<file path="config.mk">
export PLATFORM = sky130hd
export DESIGN_NAME = search_path
export DESIGN_NICKNAME = d
export VERILOG_FILES = /design/src/hash_pkg.sv /design/src/search_path.sv
export SDC_FILE = /design/constraint.sdc
export NUM_CORES = 1
export LEC_CHECK = 0
export ABC_AREA = 1
export ABC_CLOCK_PERIOD_IN_PS = 3100
export BUFFER_PORTS_ARGS = -buffer_cell sky130_fd_sc_hd__buf_2
export CORE_MARGIN = 4
export CORE_UTILIZATION = 32
export DETAILED_ROUTE_END_ITERATION = 6
export SLEW_MARGIN = 5
export SYNTH_ARGS = -nofsm -noshare
export SYNTH_HDL_FRONTEND = slang
export SYNTH_SLANG_ARGS = --single-unit
</file>
<file path="constraint.sdc">
create_clock -name clk -period 3.1 [get_ports clk]
set_input_delay 0.775 -clock clk [delete_from_list [all_inputs] [get_ports clk]]
set_output_delay 0.775 -clock clk [all_outputs]
set_load 0.01 [all_outputs]
</file>
<file path="src/hash_pkg.sv">
`default_nettype none

package hash_pkg;

  // Key and payload widths
  localparam int KEY_W  = 32;
  localparam int DATA_W = 32;

  // Table geometry
  localparam int NUM_BANKS = 4;
  localparam int BANK_W    = 2;
  localparam int ROW_W     = 8;
  localparam int NUM_ROWS  = 256;

  // Bank read latency and commit depth
  localparam int MEM_DELAY  = 2;
  localparam int PIPE_DEPTH = MEM_DELAY + 1;

  // Pending update queue
  localparam int QSIZE  = 6;
  localparam int QCNT_W = 3;

  // Stored row is {valid, data, key}
  localparam int ENTRY_W = 1 + DATA_W + KEY_W;

  typedef logic [KEY_W-1:0]   key_t;
  typedef logic [DATA_W-1:0]  data_t;
  typedef logic [ROW_W-1:0]   row_t;
  typedef logic [BANK_W-1:0]  bank_t;
  typedef logic [ENTRY_W-1:0] entry_t;
  typedef logic [QCNT_W-1:0]  qidx_t;

  typedef enum logic {
    TBL_CLEAR,
    TBL_RUN
  } table_state_t;

endpackage

`default_nettype wire

</file>
<file path="src/search_path.sv">
`default_nettype none

module search_path (
  input  logic                                       clk,
  input  logic                                       rst,
  input  logic                                       ready,
  input  logic                                       sr_en,
  input  hash_pkg::key_t                             sr_key,
  input  logic                                       qsr_hit,
  input  logic                                       qsr_del,
  input  hash_pkg::data_t                            qsr_dat,
  input  hash_pkg::entry_t [hash_pkg::NUM_BANKS-1:0] rd_data,
  output logic                                       sr_vld,
  output logic                                       sr_match,
  output hash_pkg::data_t                            sr_dout
);
  import hash_pkg::*;

  logic [MEM_DELAY-1:0] d_en;
  logic [MEM_DELAY-1:0] d_hit;
  logic [MEM_DELAY-1:0] d_del;
  key_t                 d_key [MEM_DELAY];
  data_t                d_dat [MEM_DELAY];

  logic  bnk_hit;
  data_t bnk_dat;

  always_ff @(posedge clk) begin
    if (rst) begin
      d_en  <= '0;
      d_hit <= '0;
    end else begin
      d_en  <= {d_en[MEM_DELAY-2:0], sr_en & ready};
      d_hit <= {d_hit[MEM_DELAY-2:0], qsr_hit};
    end
  end

  // Key and queue result ride along with the bank read
  always_ff @(posedge clk) begin
    d_del    <= {d_del[MEM_DELAY-2:0], qsr_del};
    d_key[0] <= sr_key;
    d_dat[0] <= qsr_dat;
    for (int i = 1; i < MEM_DELAY; i++) begin
      d_key[i] <= d_key[i-1];
      d_dat[i] <= d_dat[i-1];
    end
  end

  always_comb begin
    bnk_hit = 1'b0;
    bnk_dat = '0;
    for (int b = NUM_BANKS - 1; b >= 0; b--) begin
      if (rd_data[b][KEY_W+DATA_W] && rd_data[b][KEY_W-1:0] == d_key[MEM_DELAY-1]) begin
        bnk_hit = 1'b1;
        bnk_dat = rd_data[b][KEY_W +: DATA_W];
      end
    end
  end

  // Pending update in the queue is newer than any bank copy
  assign sr_vld   = d_en[MEM_DELAY-1];
  assign sr_match = sr_vld & (d_hit[MEM_DELAY-1] ? !d_del[MEM_DELAY-1] : bnk_hit);
  assign sr_dout  = d_hit[MEM_DELAY-1] ? d_dat[MEM_DELAY-1] : bnk_dat;

endmodule

`default_nettype wire

</file>
## After elaboration in Yosys (flattened, before gate mapping)

Memory sizes are Yosys's and may differ from the RTL's.
Cells that the tools add are included.

| storage, ports and cells | value |
|---|---|
| register bits after elaboration | 6 |
| logic and storage cells | 26 |
| memory bits (writable) | 128 |
| memories kept | 2 |
| output and inout bits | 34 |

| cells by class | value |
|---|---|
| eq/ne operators | 4 |
| reductions and logical operators | 5 |
| muxes and demuxes | 10 |
| bitwise gates (word level) | 2 |

Memories:

| name | words | width | read ports | clocked after memory_dff | write ports | line | text |
|---|---|---|---|---|---|---|---|
| d_dat | 2 | 32 | 2 | 0 | 2 | search_path.sv:23 | `data_t d_dat [MEM_DELAY];` |
| d_key | 2 | 32 | 2 | 0 | 2 | search_path.sv:22 | `key_t d_key [MEM_DELAY];` |

Operator list:

| cell | number |
|---|---|
| 32-bit two-way mux | 5 |
| 32-bit == test | 4 |
| 1-bit two-way mux | 5 |
| 1-bit logical AND | 4 |
| 1-bit AND | 2 |
| 1-bit zero test | 1 |

## Depth between registers and ports, before layout

| depth | value |
|---|---|
| word-level depth | 8 |
| mapped depth | 15 |
| depth with buffers taken out | 14 |

## Least setup slack after synthesis

OpenSTA, ideal clock, no wires.

| timing | value |
|---|---|
| kind | input to output |
| from | in rd_data[65] (netlist bit) |
| to | out sr_dout[10] |
| arrival time | 1.907 ns |
| path slack | 0.418 ns |
| stages on the path | 10 |
| buffers on the path | 1 |
| cells stage by stage | xor2_1 nor3_2 nand3_1 nor2_4 nor2_4 buf_6 nand2_1 nand3_1 nand2_1 nand2_1 |

| between the ends | value |
|---|---|
| cells in the longest elaborated chain, start to end | 5 |

RTL lines:

| what | line | text |
|---|---|---|
| start: declaration | search_path.sv:12 | `input hash_pkg::entry_t [hash_pkg::NUM_BANKS-1:0] rd_data,` |
| 32-bit == test | search_path.sv:53 | `if (rd_data[b][KEY_W+DATA_W] && rd_data[b][KEY_W-1:0] == d_key[MEM_DELAY-1]) begin` |
| 1-bit logical AND | search_path.sv:53 |  |
| 32-bit two-way mux (2 in a row) | search_path.sv:53 |  |
| 32-bit two-way mux | search_path.sv:63 | `assign sr_dout = d_hit[MEM_DELAY-1] ? d_dat[MEM_DELAY-1] : bnk_dat;` |
| end: declaration | search_path.sv:15 | `output hash_pkg::data_t sr_dout` |

Every way passes these cells.

## Worst setup path after layout

| timing | value |
|---|---|
| from | in rd_data[94] (netlist bit) |
| to | out sr_dout[4] |

The elaborated chain is that of the path after synthesis.

==> flow_metrics.py <==
metrics = {
    "outcome": {
        "status": "finished, violations left",
        "violations": "negative setup slack",
    },
    "clocking": {
        "numCtsBuffers": 17,
        "cts_root_buf": "clkbuf_16",
        "insertion_delay_ns": 0.42,
        "cts_tree": "built",
        "clk_pin_slew_worst_paths_ns": 0.06,
        "htreeDepth": 4,
        "cts_max_path_buffers": 2,
        "clock_sinks": 134,
        "hold_buffers": 0,
    },
    "critical_path": {
        "crit_type": "primary input to output port",
        "r2r_cells": 2,
        "rr_startpoint": "d_hit[0]",
        "crit_required_ns": 2.32,
        "cp_slowest_cell": "or2_2",
        "endpoint_kind": "output port",
        "rrSetupSlack_ns": 2.63,
        "reg2reg_to": "d_hit[1]",
        "critical_path.max_stage_delay_ns": 0.29,
        "crit_top_cell": "nor2_4",
        "cp.arrival_ns": 2.43,
        "startpoint_type": "primary input",
        "path_max_fanout": 5,
        "crit_chain": "buf_2, or2_2, nand3_1, nor2_4, nand3_2, nor2_4, buf_12, buf_12, nor2_4, buf_6, nand2_1, nand3_1, nand2_1, nand2_2, buf_6",
    },
    "sta": {
        "setup_slack_ns": -0.105,
        "grt_setup_unrepaired": "yes",
        "slew_headroom_pct": 74.0,
        "setup_viol": 33,
        "finalCritPeriodShare_pct": 103,
        "hold_viol": 0,
        "finClkSkew_ns": 0.00605,
        "report.final.slew_viol_count": 0,
        "tightest_slew_ns": 0.390,
        "fin_crit_ns": 3.21,
        "fmax_ghz": 0.312,
    },
    "finish": {
        "nFillCells": 2044,
        "layout_common_cells": "buf_2 (350), nand2_1 (326), inv_1 (107)",
        "final_common_cell": "buf_2",
        "drive_above_1_share_pct": 42.4,
        "fin_nets": 1750,
        "instances_no_fill": 1711,
        "area_growth_syn_to_layout_pct": 59.7,
    },
    "logic_synthesis": {
        "syn-mean-instance-area_um2": 6.44,
        "ys_types": 26,
        "ys_ff_latch": 134,
        "yosys_warnings": 0,
        "synthCells": 1016,
        "synthesis.area_mm2": 0.00654,
        "seq_area_frac_synth_pct": 41.0,
        "syn-num-nets": 1346,
    },
    "global_route": {
        "grt_antenna_before_repair": 9,
        "globalRoute.totalOverflow": 0,
        "grt_max_degree": 33,
        "grt_use_total_pct": 24.2,
        "grt_first_pass_wirelength_um": 41400,
        "grt_pass1_vias": 7471,
    },
    "placement": {
        "port_buffers": 363,
        "place_hpwl_um": 21500,
        "routabilityCongestion": 0.905,
        "dp_slack_ns": -0.353,
        "dp_cells": 1638,
    },
    "pwr": {
        "ir_drop_mv": 0.361,
        "swShare_pct": 27.2,
        "p_leak_nw": 5.59,
        "p_sw_mw": 1.21,
        "pwr-share-seq_pct": 42.0,
        "p_int_mw": 3.24,
        "p_comb_share_pct": 13.2,
        "p_per_area_mw_per_mm2": 426,
        "p_clk_share_pct": 44.7,
    },
    "min_path": {
        "worstHoldPathType": "flop to flop",
        "min_to": "d_key[0][52]",
        "hold_path_depth": 0,
        "hp-start": "d_key[0][20]",
    },
    "route": {
        "routedWlPerCell_um": 17.3,
        "drtIter0Drc": 408,
        "dr.pass1.iters": 6,
        "wl_um": 29600,
        "vias": 8078,
        "postRouteAntennaNets": 0,
        "avgViaCountPerCell": 4.72,
        "drcViolationCount": 0,
    },
    "die": {
        "die_x_um": 151,
        "fp-row-count": 52,
        "die_y_um": 151,
        "start_util_pct": 32.4,
        "core_area_mm2": 0.0202,
        "ioPinCount": 364,
        "die-area_mm2": 0.0228,
    },
    "flow_run": {
        "cap_violations": 0,
    },
}
==> timing repair <==
item / in CTS / in global routing
setup buffers: 20 / 5
endpoints found under the hold margin: 0 / 0
gates resized for setup: 107 / 93
endpoints found under the setup margin: 33 / 33
pin swaps: 34 / 50
gates cloned: 8 / 4
==> synth_stat cells <==
cell	n	area share, %
a21oi_1	34	2.6
and2_1	1	0.096
buf_2	10	0.77
buf_4	6	0.69
buf_6	6	1.0
clkbuf_1	10	0.57
dfxtp_1	134	41
inv_1	109	6.3
inv_2	27	1.5
nand2_1	352	20
nand3_1	74	5.7
nand3_2	1	0.15
nand4_1	4	0.38
nor2_1	129	7.4
nor2_2	1	0.096
nor2_4	4	0.69
nor3_1	36	2.8
nor3_2	1	0.15
o211ai_1	1	0.11
o21ai_0	18	1.4
o21ai_1	18	1.4
o22ai_1	3	0.29
or2_1	4	0.38
or2_2	1	0.096
xnor2_1	20	2.7
xor2_1	12	1.6
==> cells by family (layout without fill, tap and decap cells) <==
group,count (synthesis),count (layout),share of synthesized area [%]
xor+xnor,32,32,4.29
simple gates,608,609,38.1
other cells,0,8,0
buf+inv,168,584,10.9
flops,134,134,41.0
compound gates,74,74,5.76
==> through the flow <==
stage / setup TNS (ns) / util [%] / cell area (um^2) / hold slack (ns) / power, mW
after CTS: -2.40 / 49.8 / 10000 / 0.319 / 4.47
after global routing: -7.42 / 51.8 / 10400 / 0.326 / 4.66
final: -2.07 / 51.8 / 10400 / 0.322 / 4.45
after floorplan: 0 / - / 6540 / 0.310 / 2.11
after global placement: -9.59 / 43.3 / 8730 / 0.310 / 2.44
after detailed placement: -10.14 / 43.3 / 8730 / 0.312 / 2.44
==> area by class of cell <==
cell class / instances / area [um^2] / area share (%)
tap: 270 / 338 / 3.23
antenna: 8 / 20.0 / 0.192
inverter: 136 / 518 / 4.96
clock inverter: 15 / 156 / 1.50
clock buffer: 17 / 425 / 4.07
multi-input combinational: 715 / 3560 / 34.1
sequential: 134 / 2750 / 26.3
timing repair buffer: 416 / 2680 / 25.7
==> power groups by stage <==
stage	clock [mW]	sequential, mW	combinational [mW]
after CTS	2.04	1.88	0.552
after global routing	2.12	1.88	0.656
final	1.99	1.87	0.590
after global placement	0	1.91	0.528
after detailed placement	0	1.91	0.529
after floorplan	0	1.89	0.224
==> routing by layer <==
metal | wire (um) | vias to the layer above | GRT usage (%)
li1 | - | 3933 | -
met1 | 11600 | 3653 | 29.7
met2 | 14300 | 409 | 40.4
met3 | 2600 | 77 | 6.28
met4 | 1030 | 6 | 10.1
met5 | 43 | - | 0
==> worst max-delay path by stage <==
| stage | startpoint | end | slack (ns) | cells past startpoint |
|---|---|---|---|---|
| global placement | rd_data[133] | sr_dout[5] | -0.34 | 12 |
| finish | rd_data[94] | sr_dout[4] | -0.11 | 15 |
| detailed placement | rd_data[133] | sr_dout[29] | -0.35 | 12 |
| floorplan | rd_data[65] | sr_dout[10] | 0.42 | 10 |
| global route | d_key[0][50] | sr_dout[2] | -0.26 | 17 |
| CTS | d_key[0][53] | sr_dout[3] | -0.1 | 18 |
==> state kept, by name (all words and copies together), names as in the netlist <==
signal	flops
d_hit	2
d_key	64
d_del	2
d_dat	64
d_en	2
==> critical path: cells and delay by family <==
kind	cells	cell delay, ns
buffers and inverters	5	0.64
and+or+nand+nor	10	1.02
Power figures use the tool's default switching activity.
