File: src/hash_pkg.sv
`default_nettype none

package hash_pkg;

  // Key and payload widths
  localparam int KEY_W  = 32;
  localparam int DATA_W = 32;

  // Table geometry
  localparam int NUM_BANKS = 4;
  localparam int BANK_W    = 2;
  localparam int ROW_W     = 8;
  localparam int NUM_ROWS  = 256;

  // Bank read latency and commit depth
  localparam int MEM_DELAY  = 2;
  localparam int PIPE_DEPTH = MEM_DELAY + 1;

  // Pending update queue
  localparam int QSIZE  = 6;
  localparam int QCNT_W = 3;

  // Stored row is {valid, data, key}
  localparam int ENTRY_W = 1 + DATA_W + KEY_W;

  typedef logic [KEY_W-1:0]   key_t;
  typedef logic [DATA_W-1:0]  data_t;
  typedef logic [ROW_W-1:0]   row_t;
  typedef logic [BANK_W-1:0]  bank_t;
  typedef logic [ENTRY_W-1:0] entry_t;
  typedef logic [QCNT_W-1:0]  qidx_t;

  typedef enum logic {
    TBL_CLEAR,
    TBL_RUN
  } table_state_t;

endpackage

`default_nettype wire

File: src/bank_lookup_addr.sv
`default_nettype none

module bank_lookup_addr (
  input  logic                                      sr_en,
  input  hash_pkg::key_t                            sr_key,
  input  logic                                      iss_en,
  input  hash_pkg::key_t                            iss_key,
  output logic [hash_pkg::NUM_BANKS-1:0]            rd_en,
  output hash_pkg::row_t [hash_pkg::NUM_BANKS-1:0]  rd_row,
  output hash_pkg::row_t [hash_pkg::NUM_BANKS-1:0]  iss_rows
);
  import hash_pkg::*;

  key_t look_key;

  // Rotate left by 3 bits per bank, then fold the four bytes
  function automatic row_t hash_row(key_t key, int unsigned bank);
    key_t rot;
    rot = (key << (3 * bank)) | (key >> (KEY_W - 3 * bank));
    return rot[31:24] ^ rot[23:16] ^ rot[15:8] ^ rot[7:0];
  endfunction

  // Searches own the read ports whenever present
  assign look_key = sr_en ? sr_key : iss_key;

  always_comb begin
    for (int b = 0; b < NUM_BANKS; b++) begin
      rd_en[b]    = sr_en | iss_en;
      rd_row[b]   = hash_row(look_key, b);
      iss_rows[b] = hash_row(iss_key, b);
    end
  end

  // The queue only issues in cycles without a search
  always_comb begin
    a_no_collide: assert final (!(sr_en && iss_en))
      else $error("search and update issue collide on the bank read ports");
  end

endmodule

`default_nettype wire

File: config.mk
export PLATFORM = sky130hd
export DESIGN_NAME = bank_lookup_addr
export DESIGN_NICKNAME = d
export VERILOG_FILES = /design/src/hash_pkg.sv /design/src/bank_lookup_addr.sv
export SDC_FILE = /design/constraint.sdc
export NUM_CORES = 1
export LEC_CHECK = 0
export ABC_CLOCK_PERIOD_IN_PS = 1500
export BUFFER_PORTS_ARGS = -buffer_cell sky130_fd_sc_hd__buf_2
export CAP_MARGIN = 20
export CORE_MARGIN = 4
export CORE_UTILIZATION = 32
export DETAILED_ROUTE_END_ITERATION = 10
export GPL_TIMING_DRIVEN = 0
export PLACE_DENSITY = 0.94
export SYNTH_ARGS = -nofsm -noshare
export SYNTH_HDL_FRONTEND = slang
export SYNTH_SLANG_ARGS = --single-unit
File: constraint.sdc
create_clock -name vclk -period 1.5
set_input_delay 0.15 -clock vclk [all_inputs]
set_output_delay 0.15 -clock vclk [all_outputs]
set_load 0.02 [all_outputs]
# --- Word-level counts from Yosys, hierarchy flattened ---
# Cells that the tools add are included.
op_classes:
  n_mux: 1
  bitwise_logic: 31
ops:
  columns: ["op", "count"]
  rows:
  - ["$xor A8 B8 Y8", 24]
  - ["$or A32 B3 Y32", 2]
  - ["$or A32 B6 Y32", 2]
  - ["$or A32 B9 Y32", 2]
  - ["$mux W32", 1]
  - ["$or A1 B1 Y1", 1]
totals:
  inputBits: 66
  out_inout_bits: 68
  elab_cells: 32
  register_bits: 0

# --- Depth between registers and ports, before layout ---
# Gate-level depths: netlist (run 1).
depth:
  depth_word: 5
  depth_mapped: 4
  ltp_nobuf: 3

# --- Worst setup path before layout (run 1) ---
# Ideal clock, no wire load.
synth_timing:
  path_type: "input-to-output"
  startpoint: "input iss_key[0]"
  endpoint: "output rd_row[11] in the netlist's numbering"
  arrival_time_ns: 1.397
  t_required_ns: 1.350
  stages: 4
  n_path_buf: 1
  slack_ns: -0.047
  path_cell_list: "xor2_1 > xnor2_1 > mux2_2 > buf_4"
synth_lines:
  columns: ["item", "line_no", "rtl"]
  rows:
  - ["start, declared", "bank_lookup_addr.sv:7", "input hash_pkg::key_t iss_key,"]
  - ["end, declared", "bank_lookup_addr.sv:9", "output hash_pkg::row_t [hash_pkg::NUM_BANKS-1:0] rd_row,"]

==> impl_metrics.csv, run 1 <==
group,metric,value,unit
outcome,status,"finished, final reports clean",
critical_path,path_cells,"buf_2 > xor2_1 > xnor2_2 > mux2_2 > buf_4 > buf_2",
floorplanning,core,0.00283,mm2
finish,seq_cells,0,
placed_design,hpwl,2.82,mm
finish,areaGrowthSynthToFinish,77.9,%
drt,post_drt_wl_per_cell,11.5,um
grt,antenna_found_initial,0,
sta,maxSlewViolCount,0,
sta,tightest_slew,0.346,ns
sta,fin_crit_sh,96.4,%
grt,grt_pass1_vias,1203,
floorplanning,io-pin-count,134,
drt,drtAntennaViolNets,0,
synthesis,synth_warnings,0,
floorplanning,start_util,34.3,%
drt,drt_pass1_iterations,2,
grt,grt_overflow,0,
critical_path,startpoint_type,"primary input",
hold_path,hold_path.class,"in -> out",
power,p_per_area,973,mW/mm2
drt,dr_wl_met3,341,um
sta,slew_headroom,76.8,%
synthesis,synth_area,970,um2
drt,drc_errors,0,
hold_path,worst_hold_startpoint,"iss_en",
synthesis,avgSynthCellArea,8.82,um2
placed_design,post_dp_cell_area,0.00170,mm2
drt,num_vias,1168,
critical_path,crit_buf_inv,3,
critical_path,arrival,1.30,ns
sta,post-route-min-period,1.45,ns
synthesis,syn-instance-count,110,
critical_path,criticalPathCategory,"in -> out",
critical_path,crit_slowest_cell,"mux2_2",
clock_tree,postCtsSetupBuffers,0,
clock_tree,cts_resized,1,
critical_path,crit_family,"XOR/XNOR gates",
drt,drt_wl_total,3.15,mm
floorplanning,die-width,63.0,um
power,power,0.00168,W
floorplanning,die_h,63.0,um
finish,n_antenna_cell,0,
drt,routed-wl-met2,1.85,mm
critical_path,startpoint,"iss_key[5]",
finish,fillers,251,
sta,hold_viol,0,
critical_path,worst_path_most_repeated_cell,"buf_2",
sta,fmax,692,MHz
finish,layout-drive-gt1-share,79.8,%
placed_design,dpl_worst_slack,-0.0334,ns
critical_path,required,1.35,ns
finish,seq_area,0,um2
critical_path,crit_fanout,5,
sta,rsz0062_at_grt,"false",
drt,routed.top_layer,"met4",
finish,design_area,0.00173,mm2
power,ir_drop,0.513,mV
hold_path,hold_depth,3,
sta,setup_viol,0,
synthesis,synth_cell_types,8,
floorplanning,die_area,0.00397,mm2
critical_path,path_depth,6,
power,power_leakage,0.946,nW
flow_run,maxCapViolations,0,
drt,wl_met1,922,um
placed_design,place_congestion,0.716,
placed_design,io_buffers,133,
grt,track_usage,14.4,%
drt,viasPerCell,4.26,
grt,grt_max_degree,11,
floorplanning,placementRows,19,
sta,setup-tns-final,0,ns
grt,grt_pass1_wl,4.97,mm
critical_path,slowest_delay,0.31,ns
sta,worst_slack,0.0547,ns
drt,drt_iter0_drc,6,
clock_tree,ctsHoldBuffers,0,
finish,n_clock_buffer,0,
critical_path,worst_setup_path_end_kind,"primary output",
finish,fin_nets,311,
synthesis,ys_seq_area_share,0,%
synthesis,syn_nets,176,
-- metrics by stage --
stage / utilization, % / hold slack [ns] / instances
after floorplan: - / 0.467 / 110
final: 61.0 / 0.646 / 274
after CTS: 60.1 / 0.651 / 274
after detailed placement: 60.0 / 0.650 / 274
after global placement: 60.0 / 0.652 / 274
after global routing: 61.0 / 0.674 / 274
-- synthesized netlist by cell type --
| cell type | instances | area share, % |
|---|---|---|
| buf_2 | 2 | 1.0 |
| buf_4 | 33 | 26 |
| mux2_2 | 17 | 20 |
| or2_2 | 1 | 0.65 |
| xnor2_1 | 40 | 36 |
| xnor2_2 | 1 | 1.7 |
| xor2_1 | 15 | 14 |
| xor2_2 | 1 | 1.7 |
-- cells by family after synthesis --
| family | Yosys count | share of synthesized area [%] |
|---|---|---|
| XOR/XNOR | 57 | 53.0 |
| buffers and inverters | 35 | 26.6 |
| multiplexers | 17 | 19.7 |
| AND/OR/NAND/NOR | 1 | 0.646 |
-- area by class of cell --
type                            instances  area, um2  area share (%)
Multi-Input combinational cell         75        757            43.9
Timing Repair Buffer                  133        666            38.6
Buffer                                 35        264            15.3
Tap cell                               31       38.8            2.25
-- tightest hold or removal path: cells and delay by family --
| family | cells | cell delay (ns) |
|---|---|---|
| buf+inv | 2 | 0.23 |
| simple gates | 1 | 0.11 |
-- power by group --
group | switching (W) | internal [W] | total, W
Sequential | 0 | 0 | 0
Clock | 0 | 0 | 0
Combinational | 0.000925 | 0.000753 | 0.00168
Total | 0.000925 | 0.000753 | 0.00168
-- placed cells by master, fill, tap and decap left out --
cell type / instances
buf_2: 134
buf_4: 33
buf_6: 1
mux2_2: 17
or2_2: 1
xnor2_1: 35
xnor2_2: 6
xor2_1: 14
xor2_2: 2
-- routing by layer --
metal  up-vias  track usage (%)
met1       513             12.6
met5         -                0
met2        72             31.8
li1        579                -
met4         0             2.20
met3         4             3.78
-- worst paths after layout --
check,end,slack [ns]
max,rd_row[30],0.05
min,rd_en[0],0.65
Note: power is estimated with default switching activity, not from simulation.
==> run 2, diff against run 1 <==
Settings changed: ABC_AREA from default to 1, BUFFER_PORTS_ARGS -buffer_cell sky130_fd_sc_hd__buf_2 to -buffer_cell sky130_fd_sc_hd__buf_4, CORE_UTILIZATION 32 to 40, PLACE_DENSITY 0.94 to 0.91.
==> run 2 against run 1 <==
  * Non-clock buffer count grew 10
  * Via count rose by 120%
  * Final cell count is 99% higher
  * Die area up 36%
  * Final area up 63%
  * Synthesized cell count rose to 3.3 times the previous value
  * Sequential cell count unchanged
  * Sequential share of layout area unchanged
  * Critical path depth grew 4
  * Worst hold slack got worse by 0.010 ns
  * Total power down 0.93%
  * Largest cell class unchanged
==> impl_metrics.csv, run 2 <==
group,metric,value,unit
synthesis,muxShareOfSynthArea,0,%
synthesis,synthDominantCellAreaShare,40.4,%
synthesis,synth_xor_area_share,12.7,%
finish,design_area,0.00281,mm2
sta,post-route-min-period,1.43,ns
critical_path,startpoint_type,"primary input",
grt,grt_overflow,0,
finish,seq_cells,0,
synthesis,yosys.cell_count.top_type,"nand2_1",
hold_path,hold_path.class,"in -> out",
floorplanning,die-width,73.5,um
finish,fillers,397,
synthesis,synth_fa_ha_area_share,0,%
drt,drc_errors,0,
drt,drt_wl_total,5.82,mm
synthesis,avgSynthCellArea,4.76,um2
drt,viasPerCell,4.68,
synthesis,ys_seq_area_share,0,%
finish,n_clock_buffer,0,
placed_design,post_dp_cell_area,0.00279,mm2
critical_path,path_cells,"buf_4 > inv_2 > clkbuf_2 > nand3_1 > nand2_1 > inv_1 > nand2_1 > nand2_1 > buf_4 > buf_4",
drt,drtAntennaViolNets,0,
grt,grt_max_degree,11,
synthesis,syn_nets,427,
floorplanning,die_h,73.5,um
synthesis,synth_area,0.00172,mm2
critical_path,slowest_delay,0.26,ns
finish,layout-drive-gt1-share,38.2,%
sta,fmax,699,MHz
synthesis,synth_warnings,0,
synthesis,synth_top_family_by_area,"simple AND/OR/NAND/NOR gates",
synthesis,synth_cell_types,14,
floorplanning,core,0.00409,mm2
synthesis,netlist_top_cells_count,"nand2_1, inv_1, buf_4, o21ai_0, nand3_1",
sta,tightest_slew,0.360,ns
power,p_per_area,591,mW/mm2
sta,fin_crit_sh,95.4,%
sta,worst_slack,0.0687,ns
grt,track_usage,20.4,%
finish,final_core_util,68.8,%
floorplanning,die_area,0.00541,mm2
sta,rsz0062_at_grt,"true",
placed_design,hpwl,5.10,mm
critical_path,worst_setup_path_end_kind,"primary output",
power,power_leakage,1.83,nW
finish,fin_nets,563,
synthesis,syn-instance-count,361,
floorplanning,io-pin-count,134,
sta,setup_viol,0,
critical_path,crit_slowest_cell,"clkbuf_2",
synthesis,yosys.area.top_type,"nand2_1",
finish,seq_area,0,um2
grt,grt_pass1_vias,2368,
flow_run,maxCapViolations,0,
critical_path,required,1.35,ns
critical_path,crit_buf_inv,6,
critical_path,arrival,1.28,ns
critical_path,criticalPathCategory,"in -> out",
power,ir_drop,0.383,mV
synthesis,synth_compound_area_share,8.74,%
grt,antenna_found_initial,0,
grt,grt_pass1_wl,9.37,mm
synthesis,ys_top_cells_by_area,"nand2_1, buf_4, xnor2_1",
placed_design,place_congestion,0.813,
sta,hold_ws,0.636,ns
clock_tree,postCtsSetupBuffers,0,
critical_path,crit_fanout,10,
drt,drt_iter0_drc,81,
finish,final_cell_mix,"nand2_1, buf_4, inv_1, nand3_1, xnor2_1",
floorplanning,placementRows,23,
drt,post_drt_wl_per_cell,10.7,um
placed_design,dpl_worst_slack,-0.129,ns
placed_design,io_buffers,134,
finish,areaGrowthSynthToFinish,63.7,%
critical_path,crit_family,"buffers and inverters",
sta,slew_headroom,75.8,%
drt,drt_pass1_iterations,4,
sta,hold_viol,0,
synthesis,synthSimpleGateAreaFrac,49.6,%
finish,final_common_cell,"nand2_1",
sta,maxSlewViolCount,0,
finish,n_antenna_cell,0,
floorplanning,start_util,42.0,%
outcome,status,"finished, final reports clean",
drt,num_vias,2548,
## run 2: cell types whose count changed in the layout (fill, tap and decap cells not counted), sizes merged, moves of 5 or more
cell / change
nand2: +185
inv: +46
o21ai: +30
nand3: +21
xnor2: -21
mux2: -17
xor2: -11
buf: +7
or2: +5
## run 2: layer usage
layer	vias to the layer above	GRT usage [%]	share of wire (%)
met5	-	0	0
met1	1117	21.2	36
met3	6	3.15	8.9
met4	0	3.82	0.94
met2	100	42.0	54
li1	1325	-	-
## run 2: final cells by class
type                            instances  area, um2  area share [%]
Inverter                               46        173            6.14
Timing Repair Buffer                  134       1010            35.8
Multi-Input combinational cell        271       1230            43.8
Buffer                                 44        338            12.0
Tap cell                               50       62.6            2.23
## run 2: power by group
group	internal [W]	leakage, nW	switching, W	total (W)
registers	0	0	0	0
logic	0.000793	1.83	0.000870	0.00166
clock network	0	0	0	0
## run 2: path summary, 6_finish.rpt
path,cells past startpoint,endpoint,startpoint,slack (ns)
min,3,rd_en[0],iss_en,0.64
max,10,rd_row[21],sr_en,0.07
## run 2: kinds of logic (layout without fill, tap and decap cells)
group	count (synthesis)	after routing
AOI/OAI and AO/OA	30	30
and+or+nand+nor	216	216
buffers and inverters	90	224
xor gates and xnor gates	25	25
## run 2: what timing repair did
item | 4_1_cts | 5_1_grt
hold buffers | 0 | 0
gates resized for setup | 3 | 12
endpoints found under the setup margin | 15 | 15
endpoints found under the hold margin | 0 | 0
## run 2: metrics by stage
step                      TNS (ns)  total power, W  cells
after global routing       -0.0184         0.00180    545
after CTS                        0         0.00166    545
after global placement      -0.514         0.00162    545
after floorplan                  0        0.000985    361
after detailed placement     -1.21         0.00166    545
final                            0         0.00166    545
