`src/hash_pkg.sv`:
```
`default_nettype none

package hash_pkg;

  // Key and payload widths
  localparam int KEY_W  = 32;
  localparam int DATA_W = 32;

  // Table geometry
  localparam int NUM_BANKS = 4;
  localparam int BANK_W    = 2;
  localparam int ROW_W     = 8;
  localparam int NUM_ROWS  = 256;

  // Bank read latency and commit depth
  localparam int MEM_DELAY  = 2;
  localparam int PIPE_DEPTH = MEM_DELAY + 1;

  // Pending update queue
  localparam int QSIZE  = 6;
  localparam int QCNT_W = 3;

  // Stored row is {valid, data, key}
  localparam int ENTRY_W = 1 + DATA_W + KEY_W;

  typedef logic [KEY_W-1:0]   key_t;
  typedef logic [DATA_W-1:0]  data_t;
  typedef logic [ROW_W-1:0]   row_t;
  typedef logic [BANK_W-1:0]  bank_t;
  typedef logic [ENTRY_W-1:0] entry_t;
  typedef logic [QCNT_W-1:0]  qidx_t;

  typedef enum logic {
    TBL_CLEAR,
    TBL_RUN
  } table_state_t;

endpackage

`default_nettype wire

```
`src/update_queue.sv`:
```
`default_nettype none

module update_queue (
  input  logic            clk,
  input  logic            rst,
  input  logic            ready,
  input  logic            up_en,
  input  hash_pkg::key_t  up_key,
  input  hash_pkg::data_t up_din,
  input  logic            up_del,
  input  logic            sr_en,
  input  hash_pkg::key_t  sr_key,
  input  logic            pop,
  output logic            iss_en,
  output hash_pkg::key_t  iss_key,
  output logic            qsr_hit,
  output logic            qsr_del,
  output hash_pkg::data_t qsr_dat,
  output hash_pkg::key_t  head_key,
  output hash_pkg::data_t head_dat,
  output logic            head_del,
  output logic            head_vld,
  output logic            up_bp
);
  import hash_pkg::*;

  logic [QSIZE-1:0] q_vld;
  logic [QSIZE-1:0] q_del;
  key_t             q_key [QSIZE];
  data_t            q_dat [QSIZE];
  qidx_t            q_cnt;
  qidx_t            iss_ptr;
  qidx_t            tail;

  logic [QSIZE-1:0] keep;
  logic [QSIZE-1:0] sh_vld;
  logic [QSIZE-1:0] sh_del;
  key_t             sh_key [QSIZE];
  data_t            sh_dat [QSIZE];

  // A new push supersedes older copies of its key
  always_comb begin
    for (int i = 0; i < QSIZE; i++) begin
      keep[i] = q_vld[i] & !(up_en && q_key[i] == up_key);
    end
  end

  // Entries move down by one on pop
  always_comb begin
    for (int i = 0; i < QSIZE; i++) begin
      sh_vld[i] = keep[i];
      sh_del[i] = q_del[i];
      sh_key[i] = q_key[i];
      sh_dat[i] = q_dat[i];
    end
    if (pop) begin
      for (int i = 0; i < QSIZE - 1; i++) begin
        sh_vld[i] = keep[i+1];
        sh_del[i] = q_del[i+1];
        sh_key[i] = q_key[i+1];
        sh_dat[i] = q_dat[i+1];
      end
      sh_vld[QSIZE-1] = 1'b0;
    end
  end

  assign tail = q_cnt - qidx_t'(pop);

  always_ff @(posedge clk) begin
    for (int i = 0; i < QSIZE; i++) begin
      if (up_en && qidx_t'(i) == tail) begin
        q_key[i] <= up_key;
        q_dat[i] <= up_din;
        q_del[i] <= up_del;
      end else begin
        q_key[i] <= sh_key[i];
        q_dat[i] <= sh_dat[i];
        q_del[i] <= sh_del[i];
      end
    end
  end

  always_ff @(posedge clk) begin
    if (rst) begin
      q_vld   <= '0;
      q_cnt   <= '0;
      iss_ptr <= '0;
    end else begin
      for (int i = 0; i < QSIZE; i++) begin
        q_vld[i] <= (up_en && qidx_t'(i) == tail) ? 1'b1 : sh_vld[i];
      end
      q_cnt   <= q_cnt + qidx_t'(up_en) - qidx_t'(pop);
      iss_ptr <= iss_ptr + qidx_t'(iss_en) - qidx_t'(pop);
    end
  end

  // Issue in order, only in cycles the search leaves free
  assign iss_en = ready & !sr_en & (iss_ptr < q_cnt);

  always_comb begin
    iss_key = '0;
    for (int i = 0; i < QSIZE; i++) begin
      if (qidx_t'(i) == iss_ptr) begin
        iss_key = q_key[i];
      end
    end
  end

  // At most one valid entry per key, so an OR merge is enough
  always_comb begin
    qsr_hit = 1'b0;
    qsr_del = 1'b0;
    qsr_dat = '0;
    for (int i = 0; i < QSIZE; i++) begin
      if (q_vld[i] && q_key[i] == sr_key) begin
        qsr_hit = 1'b1;
        qsr_del = qsr_del | q_del[i];
        qsr_dat = qsr_dat | q_dat[i];
      end
    end
  end

  assign head_key = q_key[0];
  assign head_dat = q_dat[0];
  assign head_del = q_del[0];
  assign head_vld = q_vld[0];
  assign up_bp    = q_cnt > qidx_t'(QSIZE - 2);

  a_no_overflow: assert property (@(posedge clk) disable iff (rst)
    up_en |-> q_cnt < qidx_t'(QSIZE));

  a_no_underflow: assert property (@(posedge clk) disable iff (rst)
    pop |-> q_cnt != '0);

endmodule

`default_nettype wire

```
`config.mk`:
```
export PLATFORM = sky130hd
export DESIGN_NAME = update_queue
export DESIGN_NICKNAME = d
export VERILOG_FILES = /design/src/hash_pkg.sv /design/src/update_queue.sv
export SDC_FILE = /design/constraint.sdc
export NUM_CORES = 1
export LEC_CHECK = 0
export BUFFER_PORTS_ARGS = -buffer_cell sky130_fd_sc_hd__clkbuf_2
export CORE_ASPECT_RATIO = 0.7
export CORE_MARGIN = 2
export CORE_UTILIZATION = 45
export DETAILED_ROUTE_END_ITERATION = 8
export PLACE_DENSITY = 0.69
export RECOVER_POWER = 50
export SYNTH_ARGS = -nofsm -noshare
export SYNTH_HDL_FRONTEND = slang
export SYNTH_SLANG_ARGS = --single-unit
```
`constraint.sdc`:
```
create_clock -name clk -period 5.8 [get_ports clk]
set_input_delay 0.58 -clock clk [delete_from_list [all_inputs] [get_ports clk]]
set_output_delay 0.58 -clock clk [all_outputs]
set_load 0.01 [all_outputs]
```
# ---- Word-level counts from Yosys, hierarchy flattened
# Memory sizes are Yosys's and may differ from the RTL's.
# Cells that the tools add are included.
dict set report totals {
  ram_bits 384
  reg_bits 18
  in_bits 103
  output_inout_bits 134
  latchBits 0
  mem_bits_ro 0
  n_memories 2
  word_cells 171
}
# name words word_bits rd rd_clocked_by_memory_dff wr line_no
set memory_table {}
lappend memory_table {q_dat 6 32 6 0 6 update_queue.sv:30} ;# data_t q_dat [QSIZE];
lappend memory_table {q_key 6 32 6 0 6 update_queue.sv:29} ;# key_t q_key [QSIZE];
dict set report op_classes {
  n_div 0
  n_eq_ne 22
  n_mux 69
  add_sub_neg 5
  magnitude_cmp 2
  n_reduce_logical 32
  multipliers 0
  shift 0
  bitwise 30
}
# cell count
set op_table {}
lappend op_table {{two-way mux 32 bit} 24}
lappend op_table {{== test 32 bit} 12}
lappend op_table {{two-way mux 160 bit} 2}
lappend op_table {{OR 32 bit} 5}
lappend op_table {{two-way mux 1 bit} 41}
lappend op_table {{logical AND 1 bit} 18}
lappend op_table {{OR 1 bit} 17}
lappend op_table {{== test 2 x 3 -> 1 bit, first input constant} 4}
lappend op_table {{== test 3 bit, first input constant} 4}
lappend op_table {{nonzero test 2 bit} 5}
lappend op_table {{subtractor 3 x 1 -> 3 bit} 3}
lappend op_table {{bitwise AND 1 bit} 8}
lappend op_table {{zero test 1 bit} 7}
lappend op_table {{adder 3 x 1 -> 3 bit} 2}
lappend op_table {{== test 1 x 3 -> 1 bit, first input constant} 2}
lappend op_table {{zero test 3 bit} 2}
lappend op_table {{two-way mux 6 bit} 1}
lappend op_table {{two-way mux 5 bit} 1}
lappend op_table {{> comparator 3 bit, second input constant} 1}
lappend op_table {{< comparator 3 bit} 1}

# ---- Depth between registers and ports, before layout
dict set report logic_depth {
  depth_word 13
  depth_mapped 11
  ltp_nobuf 11
}

# ---- Worst setup path before layout
# OpenSTA, ideal clock, no wires.
dict set report synth_timing {
  path_kind {input to register}
  start {input port pop}
  end {register q_vld[5]}
  t_arrival_ns 6.341
  setup_time_ns 0.078
  n_path_buf 0
  stages 6
  slack_ns -0.618
  required_ns 5.722
  cell_sequence {ha_1 -> ha_1 -> xor2_1 -> nand2_1 -> nor3_1 -> o21ba_2}
}
dict set report synth_between {
  elab_chain_len 4
  word_cells_on_any_way 5
  classes_between {add/sub: 1; eq/ne: 1; mux: 2; reduce/logical: 1}
}
# element line_no
set synth_lines {}
lappend synth_lines {{start: declaration} update_queue.sv:13} ;# input logic pop,
lappend synth_lines {{subtractor 3 x 1 -> 3 bit} update_queue.sv:67} ;# assign tail = q_cnt - qidx_t'(pop);
lappend synth_lines {{== test 3 bit} update_queue.sv:90} ;# q_vld[i] <= (up_en && qidx_t'(i) == tail) ? 1'b1 : sh_vld[i];
lappend synth_lines {{logical AND 1 bit} update_queue.sv:90}
lappend synth_lines {{two-way mux 1 bit *} update_queue.sv:90}
lappend synth_lines {{end signal: indexed assignment} update_queue.sv:90}
lappend synth_lines {{end: declaration} update_queue.sv:27} ;# logic [QSIZE-1:0] q_vld;
# Mark *: on every way between the ends. The rest lies on a longest branch, timed or not.
# A chain may end at the register's enable or synchronous reset.

# ---- Worst setup path after layout
dict set report layout_timing {
  start {register iss_ptr[0]}
  end {output port iss_key[11]}
}
dict set report layout_between {
  elab_chain_len 7
  word_cells_on_any_way 12
  classes_between {eq/ne: 5; mux: 6; reduce/logical: 1}
}
# element line_no
set layout_lines {}
lappend layout_lines {{start: declaration} update_queue.sv:32} ;# qidx_t iss_ptr;
lappend layout_lines {{start signal: assignment} update_queue.sv:93} ;# iss_ptr <= iss_ptr + qidx_t'(iss_en) - qidx_t'(pop);
lappend layout_lines {{zero test 3 bit} update_queue.sv:103} ;# if (qidx_t'(i) == iss_ptr) begin
lappend layout_lines {{two-way mux 32 bit (5 in a row)} update_queue.sv:103}
lappend layout_lines {{two-way mux 32 bit *} update_queue.sv:103}
lappend layout_lines {{end: declaration} update_queue.sv:15} ;# output hash_pkg::key_t iss_key,
# Marked as above.

==> impl_metrics.py <==
metrics = {
    "floorplanning": {
        "fp.coreArea_sq_um": 53500,
        "dieHeight_microns": 198,
        "die_w_microns": 281,
        "dieArea_sq_um": 55800,
        "initial_core_util_pct": 45.3,
        "rows": 71,
        "ios": 237,
    },
    "yosys": {
        "synth_ff_type": "edfxtp_1",
        "netlist-cell-type-count": 57,
        "yosys_warnings": 0,
        "synth_cells": 1924,
        "synth_edf_count": 390,
        "synth-seq-cells": 402,
        "syn_avg_cell_area_sq_um": 12.6,
        "synth-seq-area-share_pct": 49.3,
        "syn_area_sq_um": 24200,
        "async_flop_share_pct": 0,
        "synth_nets": 2037,
    },
    "worst_setup_path": {
        "cp_max_fo": 37,
        "critPathKind": "flip-flop to output port",
        "crit_arrival_ns": 4.74,
        "r2r_slack_ns": 0.84,
        "timing.rr.end": "q_key[0][55]",
        "crit_slowest_cell": "clkbuf_1",
        "crit_buf_inv": 2,
        "rr_startpoint": "q_cnt[1]",
        "crit_path_cell_trace": "clkbuf_1 -> mux2i_1 -> nor2_1 -> a21oi_1 -> o221ai_1 -> clkbuf_2",
        "r2r_cells": 7,
        "crit_end": "iss_key[11]",
        "critPathRequiredTime_ns": 5.22,
        "path_depth": 6,
        "crit_family": "buffers and inverters",
        "end_kind": "output port",
        "max_stage_delay_ns": 2.22,
        "crit_start": "iss_ptr[0]",
        "crit_path_start_kind": "flip-flop",
    },
    "job": {
        "cap_violations": 14,
    },
    "layout": {
        "final-seq-area_sq_um": 12000,
        "drive_above_1_share_pct": 27.1,
        "syn2layout_area_growth_pct": 9.72,
        "num-fill-cells": 4820,
        "fin_nets": 2138,
        "multi_input_area_sq_um": 10900,
    },
    "sta": {
        "slew_viol_final": 442,
        "finClkSkew_ns": 0.0279,
        "slew_headroom_pct": -111,
        "tightest_slew_ns": 3.17,
        "fin_crit_ns": 5.32,
        "post-route-period-util_pct": 91.7,
        "rsz0062_at_grt": "no",
        "finalSetupViolations": 0,
        "fin_setup_tns_ns": 0,
        "hold_viol_final": 0,
        "max_freq_ghz": 0.188,
    },
    "global_route": {
        "grt_overflow": 0,
        "grt_pass1_wl_mm": 130,
        "grt_use_total_pct": 33.2,
        "grt_max_degree": 59,
        "antenna_found_initial": 10,
        "grt_pass1_vias": 16558,
    },
    "worst_hold_path": {
        "hold_depth": 1,
        "hp-class": "input port to flip-flop",
    },
    "status": {
        "status": "finished, violations left",
        "violations": "max-capacitance violations, max-slew violations",
    },
    "detailed_routing": {
        "dr.first_iter.drc_count": 2396,
        "detail_route.wl_per_cell_microns": 33.6,
        "dr.pass1.iters": 6,
        "drc": 0,
        "vias": 17591,
        "drt.antenna.violating_nets": 0,
        "via_per_inst": 6.29,
        "drt_wl_total_mm": 94.0,
    },
    "pwr": {
        "p_leak_nw": 9.27,
        "power.density_nw_per_um2": 422,
        "finalPower_mw": 11.2,
        "ir_drop_mv": 0.299,
    },
    "placed_design": {
        "place_congestion": 1.05,
        "hpwl_mm": 66.7,
        "port_buffers": 236,
    },
    "cts": {
        "clock_tree.root_cell": "clkbuf_16",
        "htree_num_levels": 2,
        "cts_tree": "yes",
        "cts_setup_buffers": 0,
        "clock_latency_ns": 0.59,
        "clock_path_buffers": 3,
        "cts_sinks": 402,
        "cts.hold.buffers_added": 0,
        "numCtsBuffers": 43,
        "ctsResizeCount": 0,
        "clk_pin_slew_ns": 0.06,
    },
}
==> sequential cells by signal (all words and copies together) (netlist names) <==
register	flops
q_vld	6
iss_ptr	3
q_key	192
q_del	6
q_cnt	3
q_dat	192
==> power by group <==
group	switching, mW	total (mW)	internal, mW	leakage, nW
sequential	0.769	4.77	4.00	3.89
combinational	2.23	3.67	1.44	4.71
clock	1.23	2.78	1.56	0.671
==> through the flow <==
step	hold slack, ns	cells	setup WS, ns	utilization [%]	instance area, sq um
finish	0.314	2796	0.484	49.7	26600
global route	0.288	2790	0.460	49.7	26600
CTS	0.209	2788	1.05	50.2	26800
detailed placement	0.523	2710	1.37	47.6	25500
global placement	0.502	2710	1.38	47.6	25500
floorplan	0.480	1924	1.46	-	24200
==> cell type report <==
cell class | count | share of cell area, %
clock inverter | 25 | 1.00
clock buffer | 53 | 4.19
timing repair buffer | 266 | 4.62
inverter | 62 | 0.875
sequential | 402 | 45.0
antenna | 8 | 0.0753
multi-input combinational | 1250 | 40.9
tap | 730 | 3.43
==> worst min-delay path by stage <==
stage                    start      endpoint  slack (ns)
global route        up_din[14]  q_dat[2][46]        0.29
CTS                 up_din[14]  q_dat[2][46]        0.21
global placement      q_vld[3]      q_vld[2]        0.50
floorplan             q_vld[1]      q_vld[1]        0.48
finish              up_din[10]  q_dat[2][42]        0.31
detailed placement    q_vld[1]      q_vld[1]        0.52
==> placed cells by master (no fill, tap or decap), types with 6 or more instances in the layout <==
cell type	count
clkbuf_16	43
mux2i_1	64
mux2_2	319
xnor2_1	109
nor4_1	65
a21oi_1	34
o21ai_0	9
nand2b_1	8
ha_1	8
clkinv_1	7
clkinv_2	9
nand4_1	28
diode_2	8
o2111ai_1	6
xor2_1	261
nor2b_1	6
nor3_1	15
inv_1	61
a22oi_1	65
buf_4	22
nor2_1	38
dfxtp_1	9
clkbuf_1	148
nand3_1	22
clkbuf_2	105
edfxtp_1	390
o2111ai_2	29
nand2_1	84
o221ai_1	34
==> cells in the mapped netlist (all sizes together) (30+ instances only) <==
library cell  count  area (sq um)
nor4             68           470
a22oi            66           500
o221ai           34           298
edfxtp          390         11700
inv              61           229
nor2             38           143
buf             147           971
mux2i            64           641
nand4            30           200
xnor2           109           955
a21oi            34           170
xor2            261          2290
o2111ai          35           488
mux2            320          3600
clkbuf           63           241
nand2            84           315
==> layer usage <==
layer  track usage (%)  wire length [microns]
met3              8.12                  10600
met2              47.3                  39400
met4              5.46                   1500
met5                 0                     28
met1              51.2                  42500
==> kinds of logic (layout without fill, tap and decap cells) <==
kind of cell	count (synthesis)	after routing	share of synthesized area [%]
AO/OA/AOI/OAI	198	198	6.98
multiplexers	384	384	17.5
XOR/XNOR	370	370	13.4
AND/OR/NAND/NOR	288	288	6.30
flip-flops	402	402	49.3
adder cells (fa/ha/maj)	10	10	0.578
buffers and inverters	272	406	5.96
other	0	8	0
(Power assumes the default switching activity.)
